`src/logic/modexp_cfg.svh`:
```
// ############################
// Widths are fixed here for the whole design
// The exponent must stay narrower than the modulus
// ############################

`ifndef MODEXP_CFG_SVH
`define MODEXP_CFG_SVH

// Modulus, message and result width
`define MODEXP_MOD_WIDTH 16

// Exponent width, one bit consumed per run cycle
`define MODEXP_EXP_WIDTH 4

// Completion counter, wraps on overflow
`define MODEXP_COUNT_WIDTH 8

`endif

```
`src/logic/modexp_pkg.sv`:
```
// ############################
// Opcode and engine state types
// ############################

`default_nettype none

package modexp_pkg;

    // Host command opcodes, unlisted codes act as NOP
    typedef enum logic [2:0] {
        CMD_NOP      = 3'd0,
        CMD_LOAD_MOD = 3'd1,
        CMD_LOAD_EXP = 3'd2,
        CMD_LOAD_MSG = 3'd3,
        CMD_START    = 3'd4
    } cmd_op_e;

    // Exponentiation engine states
    typedef enum logic [1:0] {
        ENG_IDLE = 2'd0,
        ENG_RUN  = 2'd1,
        ENG_DONE = 2'd2
    } eng_state_e;

endpackage

`default_nettype wire

```
`src/logic/modexp_cmd_decode.sv`:
```
// ############################
// Loads always accepted, even while busy
// Start needs idle engine and modulus >= 2
// ############################

`timescale 1ns/100ps
`default_nettype none

`include "modexp_cfg.svh"

module modexp_cmd_decode (
    input  wire                          clk,
    input  wire                          rst,
    input  wire                          cmd_valid,
    input  wire modexp_pkg::cmd_op_e     cmd_op,
    input  wire [`MODEXP_MOD_WIDTH-1:0]  cmd_data,
    input  wire                          busy,
    output logic                         start_pulse,
    output logic                         reject,
    output logic [`MODEXP_MOD_WIDTH-1:0] mod_val,
    output logic [`MODEXP_EXP_WIDTH-1:0] exp_val,
    output logic [`MODEXP_MOD_WIDTH-1:0] msg_val
);

    import modexp_pkg::*;

    logic is_start;
    logic mod_ok;
    logic start_ok;

    assign is_start = cmd_valid && (cmd_op == CMD_START);

    // Modulus >= 2 means some bit above bit 0 is set
    assign mod_ok = |mod_val[`MODEXP_MOD_WIDTH-1:1];

    // A start_pulse in flight counts as busy, the engine
    // only raises busy one cycle after it
    assign start_ok = mod_ok && !busy && !start_pulse;

    // Operand registers
    always_ff @(posedge clk or posedge rst) begin
        if (rst) begin
            mod_val <= '0;
            exp_val <= '0;
            msg_val <= '0;
        end else if (cmd_valid) begin
            case (cmd_op)
                CMD_LOAD_MOD: begin
                    mod_val <= cmd_data;
                end
                CMD_LOAD_EXP: begin
                    // Only the low exponent bits are meaningful
                    exp_val <= cmd_data[`MODEXP_EXP_WIDTH-1:0];
                end
                CMD_LOAD_MSG: begin
                    msg_val <= cmd_data;
                end
                default: begin
                end
            endcase
        end
    end

    // Start decision, exactly one of the two pulses per start
    always_ff @(posedge clk or posedge rst) begin
        if (rst) begin
            start_pulse <= 1'b0;
            reject      <= 1'b0;
        end else begin
            start_pulse <= is_start && start_ok;
            reject      <= is_start && !start_ok;
        end
    end

endmodule

`default_nettype wire

```
`config.mk`:
```
export PLATFORM = sky130hd
export DESIGN_NAME = modexp_cmd_decode
export DESIGN_NICKNAME = d
export VERILOG_FILES = /design/src/logic/modexp_pkg.sv /design/src/logic/modexp_cmd_decode.sv
export VERILOG_INCLUDE_DIRS = /design/src /design/src/logic
export SDC_FILE = /design/constraint.sdc
export NUM_CORES = 1
export LEC_CHECK = 0
export BUFFER_PORTS_ARGS = -buffer_cell sky130_fd_sc_hd__buf_2
export CORE_MARGIN = 1
export CORE_UTILIZATION = 50
export CTS_CLUSTER_SIZE = 28
export DETAILED_ROUTE_END_ITERATION = 7
export GPL_TIMING_DRIVEN = 0
export PLACE_DENSITY = 0.92
export SYNTH_ARGS = -nofsm -noshare
export SYNTH_HDL_FRONTEND = slang
export SYNTH_SLANG_ARGS = --single-unit
```
`constraint.sdc`:
```
create_clock -name clk -period 2.8 [get_ports clk]
set_input_delay 0.14 -clock clk [delete_from_list [all_inputs] [get_ports clk]]
set_output_delay 0.14 -clock clk [all_outputs]
set_load 0.1 [all_outputs]
```
# After elaboration in Yosys (flattened, before gate mapping)
# Index checks and enable logic that the tools add are counted.
[classes]
n_reduce_logical = 12
eq_ne = 4
[op_table]
columns = ["operator", "count"]
rows = [
  ["OR reduction 15 bit", 1],
  ["== test 3 x 2 -> 1 bit (second input constant)", 2],
  ["AND reduction 2 bit", 3],
  ["logical AND 1 bit", 5],
  ["== test 3 x 1 -> 1 bit (second input constant)", 1],
  ["== test 3 bit (second input constant)", 1],
  ["zero test 1 bit", 3],
]
[totals]
regBits = 38
word_cells = 21

# Depth between registers and ports, before layout
[logic_depth]
depth_word = 5
mapped_depth = 4
mapped_depth_nobuf = 3

# Least setup slack after synthesis
# OpenSTA, ideal clock, no wires.
[synth_timing]
path_kind = "flip-flop to flip-flop"
startpoint = "register mod_val[4]"
endpoint = "register start_pulse"
setup_ns = 0.120
arrival_ns = 1.404
synth_period_minus_slack_ns = 1.524
t_required_ns = 2.680
stages_incl_launch_ff = 4
setup_slack_ns = 1.276
cell_sequence = "dfrtp_1 -> nor4_1 -> nand4_1 -> and3b_1"
[synth_via]
elab_chain_cells = 4
[synth_rtl]
columns = ["item", "line", "text"]
rows = [
  ["from (decl)", "modexp_cmd_decode.sv:20", "output logic [`MODEXP_MOD_WIDTH-1:0] mod_val,"],
  ["from (signal assigned)", "modexp_cmd_decode.sv:49", "mod_val <= cmd_data;"],
  ["OR reduction 15 bit", "modexp_cmd_decode.sv:34", "assign mod_ok = |mod_val[`MODEXP_MOD_WIDTH-1:1];"],
  ["logical AND 1 bit (2 in a row)", "modexp_cmd_decode.sv:38", "assign start_ok = mod_ok && !busy && !start_pulse;"],
  ["logical AND 1 bit", "modexp_cmd_decode.sv:70", "start_pulse <= is_start && start_ok;"],
  ["to (signal assigned)", "modexp_cmd_decode.sv:70", ""],
  ["to (decl)", "modexp_cmd_decode.sv:18", "output logic start_pulse,"],
]
# Every way passes these cells.
# A chain may end at the register's enable or synchronous reset.

# Final worst setup path
[layout_timing]
startpoint = "register mod_val[14]"
endpoint = "output port mod_val[14]"
# No word-level cell between the ends.

==> impl_results.md <==
- Routed wire per std cell: 15.7 µm
- Largest family of logic cells by synthesized area: multiplexers
- Slew of the pin with the lowest slew margin: 764 ps
- Basic-gate share of the synthesized area counting and, or, nand and nor cells: 0.0614
- Worst hold path class: in -> reg
- Area of the die: 3200 µm²
- TritonCTS clock tree: built
- GRT Residual Overflow: 0
- Unrepaired setup endpoints after global routing: no
- Register area: 951 µm²
- Max-cap violations: 0
- Mean area per synthesized cell: 16.3 µm²
- Sequential power share: 0.339
- Internal power: 0.958 mW
- Worst-case headroom to the max-slew limit: 0.490
- Net count of the finished layout: 182
- Slowest cell delay on critical path: 440 ps
- Part of the Yosys area used for sequential elements: 0.640
- Maximum resistive drop on vdd: 0.938 mV
- Post-Route Setup TNS: 0 ps
- DRC marker count from the first detailed-route iteration: 42
- WP buf/inv: 1
- Worst-case clock skew: 8.81 ps
- DRC viols: 0
- Number of distinct library cells after synthesis: 14
- Complex-gate fraction of the synthesized area: 0.00337
- Max Clk Rate: 0.758 GHz
- CP max-delay cell: sky130_fd_sc_hd__buf_2
- Setup crit end kind: output pin
- Count of pins on the block boundary: 61
- Hold buffer count at cts: 0
- Core area: 2780 µm²
- Layout filler cell count: 227
- Shortest clock period the worst path allows after layout: 1320 ps
- Instance area at placement: 1830 µm²
- Worst Setup Path Type: reg -> out
- Footprint of the multi-input gates: 502 µm²
- Initial core utilization: 0.534
- Largest net degree at the start of global routing: 39
- Post-cts repair resize count: 0
- Die boundary height: 56.5 µm
- Horizontal extent of the die: 56.5 µm
- P_sw: 1.20 mW
- Leakage Power: 0.949 nW
- Antenna violations before repair: 0
- Final count of pins violating max slew: 0
- Switching fraction of total power: 0.556
- Buffer type at the clock tree root: sky130_fd_sc_hd__clkbuf_4
- Nets in the synthesized netlist: 114
- Post-synthesis mux area share: 0.273
- Avg Vias per Cell: 5.50
- Synthesized-area fraction occupied by xor and xnor cells: 0
- Area added between synthesis and finish: 26.9%
- Part of the power in the clock network: 0.127
- Part of the power in combinational logic: 0.534
- Finish-stage setup viols: 0
- Power Density: 1140 nW/µm²
- Number of sinks handled by clock tree synthesis: 38
- Number of antenna diodes: 0
- Top Family by Delay on Critical Path: buffers and inverters
- Worst-skew pair later-pin latency: 340 ps
- Maximum level of the CTS H-tree: 2
- Summed instance area of the synthesized netlist: 1490 µm²
- Arithmetic-cell share of the synthesized area counting full adders, half adders and majority gates: 0
- CP cell instances: buf_2
- Synthesis warning total: 0
- Largest fanout on the critical path: 3
- Min Hold Slack: 39.8 ps
- Cell count after synthesis: 91
- Antenna Nets Post-Route: 0
- GRT Resource Usage Total: 0.208
- Outcome: finished clean
- Clock transition at the registers of the reported paths: 100 ps
- Placer Congestion: 0.744
- Maximum count of clock buffers along a single path: 2
- Row Count: 19
- Number of register bits inferred by synthesis: 38
- Port buffer count: 60
- Post-CTS Setup Inserts: 0
- Sum of internal, switching and leakage power: 2.16 mW
- Design area: 1890 µm²
- Post-route clock period utilization: 0.471
- Placed wire-length estimate after detailed placement: 2.17 mm
- Detailed-routing iteration count for the pre-antenna-repair pass: 3
- Cts bufs inserted: 5
- Endpoint required time on the critical path: 2660 ps
- Startpoint type of the worst setup path: flop
- Arrival time of data at the critical path endpoint: 1180 ps
- First-pass GRT wire length: 4.87 mm
- Via count of the first global-routing pass: 1,020
- Via count: 1,040
- Final hold vios: 0
- Final routed wirelength across all metal layers: 2.96 mm
- Fraction of final layout cells sized beyond drive strength 1: 0.677
-- worst paths after layout --
path                               from          end  slack, ps  depth (start not counted)
max in group asynchronous           rst   exp_val[0]       1820                          3
hold reg to reg              msg_val[6]   msg_val[6]        510                          1
setup reg to reg            mod_val[13]  start_pulse       1530                          3
min in group asynchronous           rst   msg_val[7]        490                          3
setup / recovery            mod_val[14]  mod_val[14]       1480                          1
hold / removal             cmd_data[15]  mod_val[15]         40                          2
-- per-layer routing --
| metal | wire length (µm) | up-vias | track usage |
|---|---|---|---|
| met4 | 45 | 0 | 0.0732 |
| met1 | 1200 | 524 | 0.269 |
| met3 | 224 | 7 | 0.0829 |
| li1 | - | 466 | - |
| met2 | 1480 | 43 | 0.319 |
| met5 | 0 | - | 0 |
-- synth_stat cells, drive strengths merged --
| cell | n | area, µm² |
|---|---|---|
| nor4 | 3 | 18.8 |
| dfrtp | 38 | 951 |
| inv | 1 | 3.75 |
| and4bb | 2 | 25.0 |
| nor2 | 2 | 7.51 |
| and3b | 1 | 8.76 |
| mux2 | 36 | 405 |
| nand4b | 1 | 15.0 |
| a21oi | 1 | 5.00 |
| nand3 | 1 | 5.00 |
| nor3 | 1 | 5.00 |
| buf | 3 | 30.0 |
| nand4 | 1 | 6.26 |
-- layout make-up --
class,count,share of cell area
multi-input combinational,49,0.266
tap,31,0.0206
sequential,38,0.504
inverter,1,0.00199
buffer,3,0.0159
timing repair buffer,61,0.164
clock buffer,6,0.0272
-- state kept, by name, summed over array words and instances (netlist names) --
name         flops
msg_val         16
start_pulse      1
exp_val          4
mod_val         16
reject           1
-- cells in the final DEF, fill, tap and decap left out --
cell                             n
sky130_fd_sc_hd__nor2_1          2
sky130_fd_sc_hd__a21oi_1         1
sky130_fd_sc_hd__nand3_1         1
sky130_fd_sc_hd__and4bb_1        2
sky130_fd_sc_hd__nor3_1          1
sky130_fd_sc_hd__nand4b_2        1
sky130_fd_sc_hd__buf_6           2
sky130_fd_sc_hd__and3b_1         1
sky130_fd_sc_hd__buf_2          60
sky130_fd_sc_hd__dlygate4sd3_1   1
sky130_fd_sc_hd__mux2_2         36
sky130_fd_sc_hd__clkbuf_8        1
sky130_fd_sc_hd__clkbuf_4        5
sky130_fd_sc_hd__nand4_1         1
sky130_fd_sc_hd__inv_2           1
sky130_fd_sc_hd__dfrtp_1        38
sky130_fd_sc_hd__nor4_1          3
sky130_fd_sc_hd__buf_4           1
-- power groups by stage --
stage	combinational, mW	clock, mW	sequential [mW]
after global routing	1.18	0.302	0.748
after floorplan	0.127	0	1.59
after global placement	1.15	0	0.734
after CTS	1.16	0.282	0.733
after detailed placement	1.16	0	0.745
final	1.15	0.274	0.732
-- logic make-up after synthesis --
| kind of cell | after synthesis |
|---|---|
| mux | 36 |
| flops | 38 |
| simple gates | 12 |
| compound gates | 1 |
| buf+inv | 4 |
-- per-stage QoR --
| step | setup slack [ps] | std cells | util |
|---|---|---|---|
| 2_1_floorplan | 1280 | 91 | - |
| 3_3_place_gp | 1430 | 182 | 0.656 |
| 3_5_place_dp | 1310 | 182 | 0.656 |
| 4_1_cts | 1460 | 188 | 0.675 |
| 5_1_grt | 1420 | 189 | 0.678 |
| 6_report | 1480 | 189 | 0.678 |
Note: power is estimated with default switching activity, not from simulation.
