<file path="src/logic/modexp_cfg.svh">
// ############################
// Widths are fixed here for the whole design
// The exponent must stay narrower than the modulus
// ############################

`ifndef MODEXP_CFG_SVH
`define MODEXP_CFG_SVH

// Modulus, message and result width
`define MODEXP_MOD_WIDTH 16

// Exponent width, one bit consumed per run cycle
`define MODEXP_EXP_WIDTH 4

// Completion counter, wraps on overflow
`define MODEXP_COUNT_WIDTH 8

`endif

</file>
<file path="src/logic/modexp_result.sv">
// ############################
// Result holds until next completion
// ############################

`timescale 1ns/100ps
`default_nettype none

`include "modexp_cfg.svh"

module modexp_result (
    input  wire                            clk,
    input  wire                            rst,
    input  wire                            finish_pulse,
    input  wire [`MODEXP_MOD_WIDTH-1:0]    final_val,
    output logic [`MODEXP_MOD_WIDTH-1:0]   result,
    output logic                           done,
    output logic [`MODEXP_COUNT_WIDTH-1:0] op_count
);

    // Output register and done strobe
    always_ff @(posedge clk or posedge rst) begin
        if (rst) begin
            result <= '0;
            done   <= 1'b0;
        end else begin
            done <= finish_pulse;
            if (finish_pulse) begin
                result <= final_val;
            end
        end
    end

    // Completion counter, wraps silently
    always_ff @(posedge clk or posedge rst) begin
        if (rst) begin
            op_count <= '0;
        end else if (finish_pulse) begin
            op_count <= op_count + 1'b1;
        end
    end

endmodule

`default_nettype wire

</file>
<file path="config.mk">
export PLATFORM = sky130hd
export DESIGN_NAME = modexp_result
export DESIGN_NICKNAME = d
export VERILOG_FILES = /design/src/logic/modexp_result.sv
export VERILOG_INCLUDE_DIRS = /design/src /design/src/logic
export SDC_FILE = /design/constraint.sdc
export NUM_CORES = 1
export LEC_CHECK = 0
export BUFFER_PORTS_ARGS = -buffer_cell sky130_fd_sc_hd__buf_2
export CAP_MARGIN = 20
export CORE_MARGIN = 3
export CORE_UTILIZATION = 44
export CTS_CLUSTER_DIAMETER = 50
export DETAILED_ROUTE_END_ITERATION = 8
export GPL_TIMING_DRIVEN = 0
export PLACE_DENSITY = 0.84
export SLEW_MARGIN = 10
export SYNTH_ARGS = -nofsm -noshare
export SYNTH_HDL_FRONTEND = slang
export SYNTH_SLANG_ARGS = --single-unit
</file>
<file path="constraint.sdc">
create_clock -name clk -period 1.37 [get_ports clk]
set_input_delay 0.2055 -clock clk [delete_from_list [all_inputs] [get_ports clk]]
set_output_delay 0.2055 -clock clk [all_outputs]
set_load 0.005 [all_outputs]
</file>
-- Word level (Yosys, flattened, before mapping)
Index checks and enable logic that the tools add are counted.
- bits in registers: 25
- logic and storage cells: 4
- output and inout bits: 25
- bits of input ports: 19
- $add $sub $neg: 1
- operators by type and width (operator ; number):
    $add A8 B1 Y8 const B ; 1

-- Logic depth before layout (Yosys ltp)
Gate-level depths: netlist of run 1.
- depth after elaboration: 1
- depth in mapped cells: 3
- gate-level depth less buffers: 3

-- Worst setup path before layout of run 1
No wires, ideal clock.
- kind: reg2reg
- from: register op_count[0]
- to: register op_count[1]
- setup time: 125 ps
- stages on the path, launching flop included: 3
- buffers on the path: 0
- arrival time: 948 ps
- period minus slack after synthesis: 1072 ps
- data required time: 1245 ps
- slack: 298 ps
- cells stage by stage: dfrtp_1 -> ha_1 -> mux2_2
- longest elaborated chain between the ends: 1
- ends and longest elaborated chain (element ; RTL line ; source):
    from (decl) ; modexp_result.sv:17 ; output logic [`MODEXP_COUNT_WIDTH-1:0] op_count
    from (signal assigned) ; modexp_result.sv:38 ; op_count <= op_count + 1'b1;
    $add A8 B1 Y8 ; modexp_result.sv:38 ;
No other way between the ends.
A chain may end at the register's enable or synchronous reset.

-- Final worst setup path of run 1
- from: register op_count[2]
- to: output port op_count[2]
No word-level cell between the ends.

==> reports/metrics.yaml, run 1 <==
grt_start_max_net_pins: 26
path_max_fanout: 5
ant_nets: 0
cts_tree: "yes"
netlist_area_um2: 961
cts_root_buf: "clkbuf_4"
first_pass_iters: 1
cts_buffers: 3
grtUsageTotal_pct: 13.2
syn_inst: 62
antenna_found_initial: 0
finalMaxSlewViolations: 0
nets: 130
gp_congestion: 0.676
top_level_ports: 44
syn_nets: 82
io_buffers: 43
final_area_um2: 1240
critPathArrivalTime_ns: 0.92
clk_pin_slew_ns: 0.13
wl_per_cell_um: 12.2
fmax_ghz: 0.888
start_util_pct: 47.5
ys_ff_latch: 25
cts_setup_buffers: 0
synth-seq-area-share_pct: 65.1
cts_resized: 0
cpMaxStageDelayCell: "dfrtp_1"
synth.avg_cell_area_um2: 15.5
switching_power_w: 0.000534
setup-violations-final: 0
die_x_um: 52.7
gr-total-overflow: 0
irDropWorstVdd_uv: 960
skew_ns: 0.00240
wl_mm: 1.65
area_delta_synth_final_pct: 29.0
max_stage_delay_ns: 0.46
power_frac_clock_pct: 17.9
fp.dieArea_um2: 2780
worst_slew_pin_slew_ns: 0.871
finalCritPeriodShare_pct: 82.2
rows: 16
viasPerCell: 4.65
clock_latency_ns: 0.30
cts_sinks: 25
crit_chain: "buf_2"
drive_above_1_share_pct: 62.4
grt_pass1_wl_mm: 2.68
dieHeight_um: 52.7
coreArea_um2: 2020
hold_viol: 0
via_count: 632
cts.hold.buffers_added: 0
final_util_pct: 61.3
p_seq_share_pct: 57.7
fin_tns_setup_ns: 0
hold_class: "in -> async"
drc: 0
yosysWarnings: 0
rsz0062_at_grt: "false"
r2r_start: "op_count[0]"
ys_types: 13
start_kind: "register"
powerDensity_nw_per_um2: 1440
p_int_w: 0.00125
drt-initial-drc-count: 0
path_buf_inv: 1
holdWs_ns: 0.0565
rrSetupSlack_ns: 0.26
slew_headroom_pct: 41.8
cpLargestDelayFamily: "flip-flops"
crit_path_end_kind: "output pin"
worst-endpoint-required_ns: 1.16
rr_worst_depth: 2
combPwrFrac_pct: 24.4
diodes: 0
h-tree-depth: 1
grt_pass1_vias: 638
place_area_um2: 1210
p_sw_share_pct: 29.9
timing.rr.end: "op_count[1]"
critPathKind: "reg -> out"
status: "completed"
clk_path_buf_depth: 2
cap_violations: 0
p_leak_nw: 0.622
period_needed_ns: 1.13
dpl.hpwl_mm: 1.32
==> flip-flops by register name, indices dropped and copies added, names as in the netlist <==
| signal | flops |
|---|---|
| result | 16 |
| op_count | 8 |
| done | 1 |
==> through the flow <==
| stage | setup WS (ns) | power, W | cells |
|---|---|---|---|
| global route | 0.182 | 0.00191 | 136 |
| finish | 0.244 | 0.00179 | 136 |
| CTS | 0.234 | 0.00182 | 136 |
| detailed placement | 0.267 | 0.00150 | 132 |
| global placement | 0.293 | 0.00147 | 132 |
| floorplan | 0.298 | 0.00127 | 62 |
==> metal layers <==
metal  up-vias  share of wire (%)  track usage [%]
li1        307                  -                -
met2        31                 47             24.6
met3         2                8.9             2.85
met1       292                 43             14.8
met5         -                  0                0
met4         0               0.54             3.83
==> cell usage in the layout (no fill, tap or decap), drive strengths merged <==
cell type / instances
buf: 45
dfrtp: 25
mux2: 17
xnor2: 4
nand2: 3
xor2: 3
clkbuf: 3
nand4: 3
nor2: 1
and3: 1
inv: 1
nor3: 1
ha: 1
clkinvlp: 1
==> power groups by stage <==
stage | Combinational (W) | Sequential (W) | Clock, W
6_report | 0.000436 | 0.00103 | 0.000320
5_1_grt | 0.000492 | 0.00106 | 0.000366
4_1_cts | 0.000448 | 0.00103 | 0.000333
3_5_place_dp | 0.000446 | 0.00105 | 0
3_3_place_gp | 0.000432 | 0.00104 | 0
2_1_floorplan | 0.000221 | 0.00105 | 0
==> kinds of logic after synthesis <==
logic type / share of synthesized area, %
fa+ha+maj: 1.30
buf+inv: 1.43
xor+xnor: 6.38
flops: 65.1
simple gates: 5.86
mux: 19.9
==> worst max path at each step <==
stage	cells past startpoint	to	start	slack, ns
after floorplan	2	op_count[1]	op_count[0]	0.30
after global routing	1	op_count[2]	op_count[2]	0.18
after detailed placement	3	result[13]	finish_pulse	0.27
final	1	op_count[2]	op_count[2]	0.24
after global placement	2	op_count[1]	op_count[0]	0.29
after CTS	1	op_count[2]	op_count[2]	0.23
==> area by class of cell <==
class                   instances  area, um^2
inverters                       1        3.75
multi-input cells              34         322
fillers                       159         782
flip-flops and latches         25         626
repair buffers                 43         215
plain buffers                   2        10.0
clock buffers                   3        22.5
well taps                      27        33.8
clock inverters                 1        7.51
==> cells in the mapped netlist <==
master    n  area (um^2)
and3_1    1         6.26
buf_2     2         10.0
dfrtp_1  25          626
ha_1      1         12.5
inv_1     1         3.75
mux2_2   17          191
nand2_1   3         11.3
nand4_1   2         12.5
nand4_2   1         12.5
nor2_1    1         3.75
nor3_2    1         10.0
xnor2_1   4         35.0
xor2_1    3         26.3
Note: power is estimated with default switching activity, not from simulation.
==> run 2, diff against run 1 <==
--- a/config.mk
+++ b/config.mk
@@ -9,11 +9,11 @@
 export BUFFER_PORTS_ARGS = -buffer_cell sky130_fd_sc_hd__buf_2
 export CAP_MARGIN = 20
 export CORE_MARGIN = 3
-export CORE_UTILIZATION = 44
+export CORE_UTILIZATION = 40
 export CTS_CLUSTER_DIAMETER = 50
 export DETAILED_ROUTE_END_ITERATION = 8
 export GPL_TIMING_DRIVEN = 0
-export PLACE_DENSITY = 0.84
+export PLACE_DENSITY = 0.81
 export SLEW_MARGIN = 10
 export SYNTH_ARGS = -nofsm -noshare
 export SYNTH_HDL_FRONTEND = slang
==> constraint.sdc (replaced) <==
create_clock -name clk -period 0.9 [get_ports clk]
set_input_delay 0.135 -clock clk [delete_from_list [all_inputs] [get_ports clk]]
set_output_delay 0.135 -clock clk [all_outputs]
set_load 0.005 [all_outputs]
==> run 2 against run 1 <==
The run now ends with hold timing, setup timing left. Combinational power is 140% higher. Worst hold slack worse by 0.079 ns. Sequential cell count stayed put. Wire length is 17% higher. Clock-buffer cell count stayed put. Global-route usage is 0.72 points higher. Non-clock buffer count is 8 higher. Cell count is 6.6% higher. Utilization is 2.1 points lower. Largest cell class unchanged.
==> reports/metrics.yaml, run 2 (same netlist as run 1, synthesis figures left out) <==
status: "finished, violations left"
violations: "hold timing, setup timing"
skew_ns: 0.00324
via_count: 676
start_util_pct: 42.6
dp_cells: 133
n_fill_cell: 207
gr-total-overflow: 0
drt-initial-drc-count: 3
setup_slack_ns: -0.186
max_stage_delay_ns: 0.48
hold_class: "in -> async"
powerDensity_nw_per_um2: 2350
largest_register_ffs: 16
drc: 0
rrSetupSlack_ns: -0.19
grtUsageTotal_pct: 13.9
area_delta_synth_final_pct: 38.9
wl_per_cell_um: 13.4
fmax_ghz: 0.921
top_level_ports: 44
final_common_cell: "buf_2"
start_kind: "register"
antenna_found_initial: 0
fp.dieArea_um2: 3030
clock_latency_ns: 0.32
path_max_fanout: 4
path_buf_inv: 0
layout.cells.non_filler: 145
cap_violations: 0
regMostFlops: "result"
drive_above_1_share_pct: 67.5
first_pass_iters: 4
cts_buffers: 3
grt_pass1_vias: 678
finalMaxSlewViolations: 0
clk_path_buf_depth: 2
coreArea_um2: 2250
viasPerCell: 4.66
gp_congestion: 0.654
cts_root_buf: "clkbuf_4"
reg_top3: "result: 16 flops, op_count: 8 flops, done: 1 flops"
dpl.hpwl_mm: 1.39
clk_pin_slew_ns: 0.13
worst_slew_pin_slew_ns: 0.889
rsz0062_at_grt: "true"
diodes: 0
worst-endpoint-required_ns: 1.11
grt_start_max_net_pins: 26
p_leak_nw: 0.672
cts_tree: "yes"
dieHeight_um: 55.0
finalCritPeriodShare_pct: 121
grt_pass1_wl_mm: 2.86
cts_sinks: 25
rr_worst_depth: 2
setup-violations-final: 31
die_x_um: 55.0
most-common-layout-cells: "buf_2 (43), dfrtp_1 (23), mux2_2 (16)"
rows: 17
critPathKind: "reg -> reg"
timing.rr.end: "op_count[1]"
io_buffers: 43
cpLargestDelayFamily: "flip-flops"
critPathArrivalTime_ns: 1.30
holdWs_ns: -0.0223
cpMaxStageDelayCell: "dfrtp_2"
crit_path_end_kind: "register"
period_needed_ns: 1.09
crit_chain: "ha_4 > mux2_4"
h-tree-depth: 1
irDropWorstVdd_uv: 1630
r2r_start: "op_count[1]"
hold_viol: 25
nets: 138
ant_nets: 0
wl_mm: 1.94
slew_headroom_pct: 40.7
==> run 2: cell count changes in the layout (fill, tap and decap cells not counted), moves of 2 or more <==
cell and delta:
dfrtp_1 -2, buf_2 -2, dfrtp_2 +2, buf_4 +7, buf_6 +2
==> run 2: worst reg2reg max path, cell delays in order (launching register included) <==
cell and delay [ns]:
dfrtp_2 0.48, ha_4 0.25, mux2_4 0.25
==> run 2: timing repair <==
| item | CTS | global route |
|---|---|---|
| resized for setup | 3 | 4 |
| hold buffers | 1 | 0 |
| buffers inserted | 6 | 1 |
| pin swaps | 3 | 4 |
| hold endpoints to repair | 1 | 0 |
| endpoints found under the setup margin | 31 | 32 |
| cloned | 0 | 0 |
==> run 2: final cells by class <==
cell class / count / area (um^2) / share of cell area (%)
flip-flops and latches: 25 / 628 / 47.0
multi-input cells: 34 / 340 / 25.5
repair buffers: 51 / 290 / 21.7
well taps: 28 / 35.0 / 2.62
clock buffers: 3 / 22.5 / 1.69
plain buffers: 2 / 10.0 / 0.750
clock inverters: 1 / 5.00 / 0.375
inverters: 1 / 3.75 / 0.281
==> run 2: power breakdown <==
group / internal, W / switching [W] / total [W]
combinational: 0.000669 / 0.000373 / 0.00104
sequential: 0.00136 / 0.000239 / 0.00160
clock: 0.000166 / 0.000327 / 0.000493
total: 0.00219 / 0.000939 / 0.00313
==> run 2: through the flow <==
| stage | power [W] | TNS [ns] | util [%] | area [um^2] | setup WS, ns |
|---|---|---|---|---|---|
| CTS | 0.00301 | -2.96 | 58.0 | 1310 | -0.173 |
| finish | 0.00313 | -2.82 | 59.2 | 1340 | -0.186 |
| floorplan | 0.00194 | -0.296 | - | 963 | -0.155 |
| global route | 0.00334 | -4.37 | 59.2 | 1340 | -0.212 |
| detailed placement | 0.00231 | -4.62 | 53.8 | 1210 | -0.201 |
| global placement | 0.00225 | -2.61 | 53.8 | 1210 | -0.163 |
==> run 2: routing by layer <==
| layer | part of all wire [%] | global-route usage, % | vias to the layer above |
|---|---|---|---|
| met5 | 0 | 0 | - |
| met4 | 2.7 | 9.72 | 0 |
| met3 | 6.7 | 3.49 | 4 |
| met2 | 50 | 21.3 | 24 |
| met1 | 41 | 17.1 | 327 |
| li1 | - | - | 321 |
==> run 2: worst max-delay path by stage <==
stage	slack (ns)	from	cells after the start	to
6_report	-0.19	op_count[1]	2	op_count[1]
5_1_grt	-0.21	op_count[1]	1	op_count[1]
4_1_cts	-0.17	op_count[0]	1	op_count[0]
3_5_place_dp	-0.20	op_count[0]	2	op_count[1]
3_3_place_gp	-0.16	op_count[0]	2	op_count[1]
2_1_floorplan	-0.16	op_count[0]	2	op_count[1]
==> run 3, diff against run 2 <==
==> constraint.sdc (replaced) <==
create_clock -name clk -period 0.9 [get_ports clk]
set_input_delay 0.135 -clock clk [delete_from_list [all_inputs] [get_ports clk]]
set_output_delay 0.135 -clock clk [all_outputs]
set_load 0.1 [all_outputs]
==> run 3 against run 2 <==
Wire length rose by 41%. Largest cell class unchanged. Worst setup slack lost 0.13 ns. The run still ends with hold timing, setup timing left. Register-to-register slack lost 0.05 ns.
==> reports/metrics.yaml, run 3 (same netlist as run 1, synthesis figures left out) <==
final_area_um2: 1860
crit_end: "op_count[1]"
place_area_um2: 1320
worst-endpoint-required_ns: 0.76
coreArea_um2: 2250
regMostFlops: "result"
crit_path_end_kind: "output pin"
nets: 140
die_x_um: 55.0
fp.dieArea_um2: 3030
multi_input_area_um2: 378
hold_viol: 25
status: "finished, violations left"
grt_pass1_wl_mm: 3.66
cpMaxStageDelayCell: "dfrtp_4"
slew_headroom_pct: 39.7
h-tree-depth: 1
cts_buffers: 3
layout.cells.non_filler: 147
irDropWorstVdd_uv: 2780
rsz0062_at_grt: "true"
period_needed_ns: 1.22
clk_pin_slew_ns: 0.16
cts_root_buf: "clkbuf_4"
largest_register_ffs: 16
rows: 17
start_kind: "register"
final_common_cell: "buf_12"
dpl.hpwl_mm: 1.35
max_stage_delay_ns: 0.55
cpLargestDelayFamily: "flip-flops"
wl_mm: 2.74
clk_path_buf_depth: 2
cts_tree: "yes"
grt_start_max_net_pins: 26
setup_slack_ns: -0.320
drt-initial-drc-count: 3
drc: 0
fin_tns_setup_ns: -7.82
grt_pass1_vias: 790
setup-violations-final: 35
fmax_ghz: 0.820
rr_worst_depth: 4
timing.rr.end: "op_count[6]"
via_count: 748
diodes: 0
start_util_pct: 42.6
path_max_fanout: 4
area_delta_synth_final_pct: 93.2
p_leak_nw: 0.816
skew_ns: 0.0300
r2r_start: "op_count[3]"
wl_per_cell_um: 18.6
crit_chain: "buf_12"
finalMaxSlewViolations: 0
dp_cells: 133
reg_top3: "result: 16 flops, op_count: 8 flops, done: 1 flops"
most-common-layout-cells: "buf_12 (25), dfrtp_4 (22), buf_2 (20)"
n_fill_cell: 108
violations: "hold timing, setup timing"
seqCellArea_um2: 712
post-place-ws_ns: -0.208
viasPerCell: 5.09
top_level_ports: 44
powerDensity_nw_per_um2: 3270
critPathArrivalTime_ns: 1.09
first_pass_iters: 2
dieHeight_um: 55.0
cap_violations: 0
clock_latency_ns: 0.35
io_buffers: 43
rrSetupSlack_ns: -0.24
grtUsageTotal_pct: 18.1
path_buf_inv: 1
crit_cells: 1
gp_congestion: 0.651
worst_slew_pin_slew_ns: 0.904
gr-total-overflow: 0
holdWs_ns: -0.0510
finalCritPeriodShare_pct: 136
hold_class: "in -> async"
drive_above_1_share_pct: 91.6
critPathKind: "reg -> out"
ant_nets: 0
antenna_found_initial: 0
cts_sinks: 25
startpoint: "op_count[1]"
-- run 3: cell types whose count changed in the layout (fill, tap and decap cells not counted), sizes merged --
cell / before / now
buf: 52 / 54
-- run 3: power breakdown --
part / leakage [nW] / switching (W) / internal [W] / total, W
Sequential: 0.273 / 0.000350 / 0.00149 / 0.00184
Clock: 0.0177 / 0.000368 / 0.000167 / 0.000535
Combinational: 0.525 / 0.00220 / 0.00150 / 0.00369
Total: 0.816 / 0.00292 / 0.00316 / 0.00607
-- run 3: area by class of cell --
type                            instances  share of cell area [%]
Inverter                                1                   0.202
Timing Repair Buffer                   53                    37.2
Clock inverter                          1                   0.270
Clock buffer                            3                    1.21
Sequential cell                        25                    38.3
Multi-Input combinational cell         34                    20.4
Buffer                                  2                   0.539
Tap cell                               28                    1.89
-- run 3: worst min path at each step --
stage | slack [ns] | cells past startpoint | endpoint
2_1_floorplan | 0.16 | 1 | op_count[0]
3_3_place_gp | 0.32 | 1 | done
3_5_place_dp | 0.33 | 1 | done
4_1_cts | 0.009 | 2 | result[3]
5_1_grt | 0.01 | 2 | result[3]
6_report | -0.05 | 2 | done
-- run 3: what timing repair did --
item,in CTS,in global routing
pin swaps,10,3
setup endpoints to repair,32,36
buffers inserted,7,2
endpoints found under the hold margin,1,0
hold buffers,1,0
gates resized for setup,103,11
-- run 3: layer usage --
layer,share of wire (%),routed length (um),GRT usage (%),vias up
li1,-,-,-,325
met1,38,1030,19.9,380
met2,53,1450,32.1,36
met3,6.3,174,3.75,7
met4,3.1,85,10.5,0
met5,0,0,0,-
-- run 3: per-stage QoR --
stage | total power [W] | utilization [%]
after floorplan | 0.00381 | -
after detailed placement | 0.00419 | 58.4
final | 0.00607 | 82.4
after global placement | 0.00414 | 58.4
after CTS | 0.00584 | 79.5
after global routing | 0.00628 | 82.4
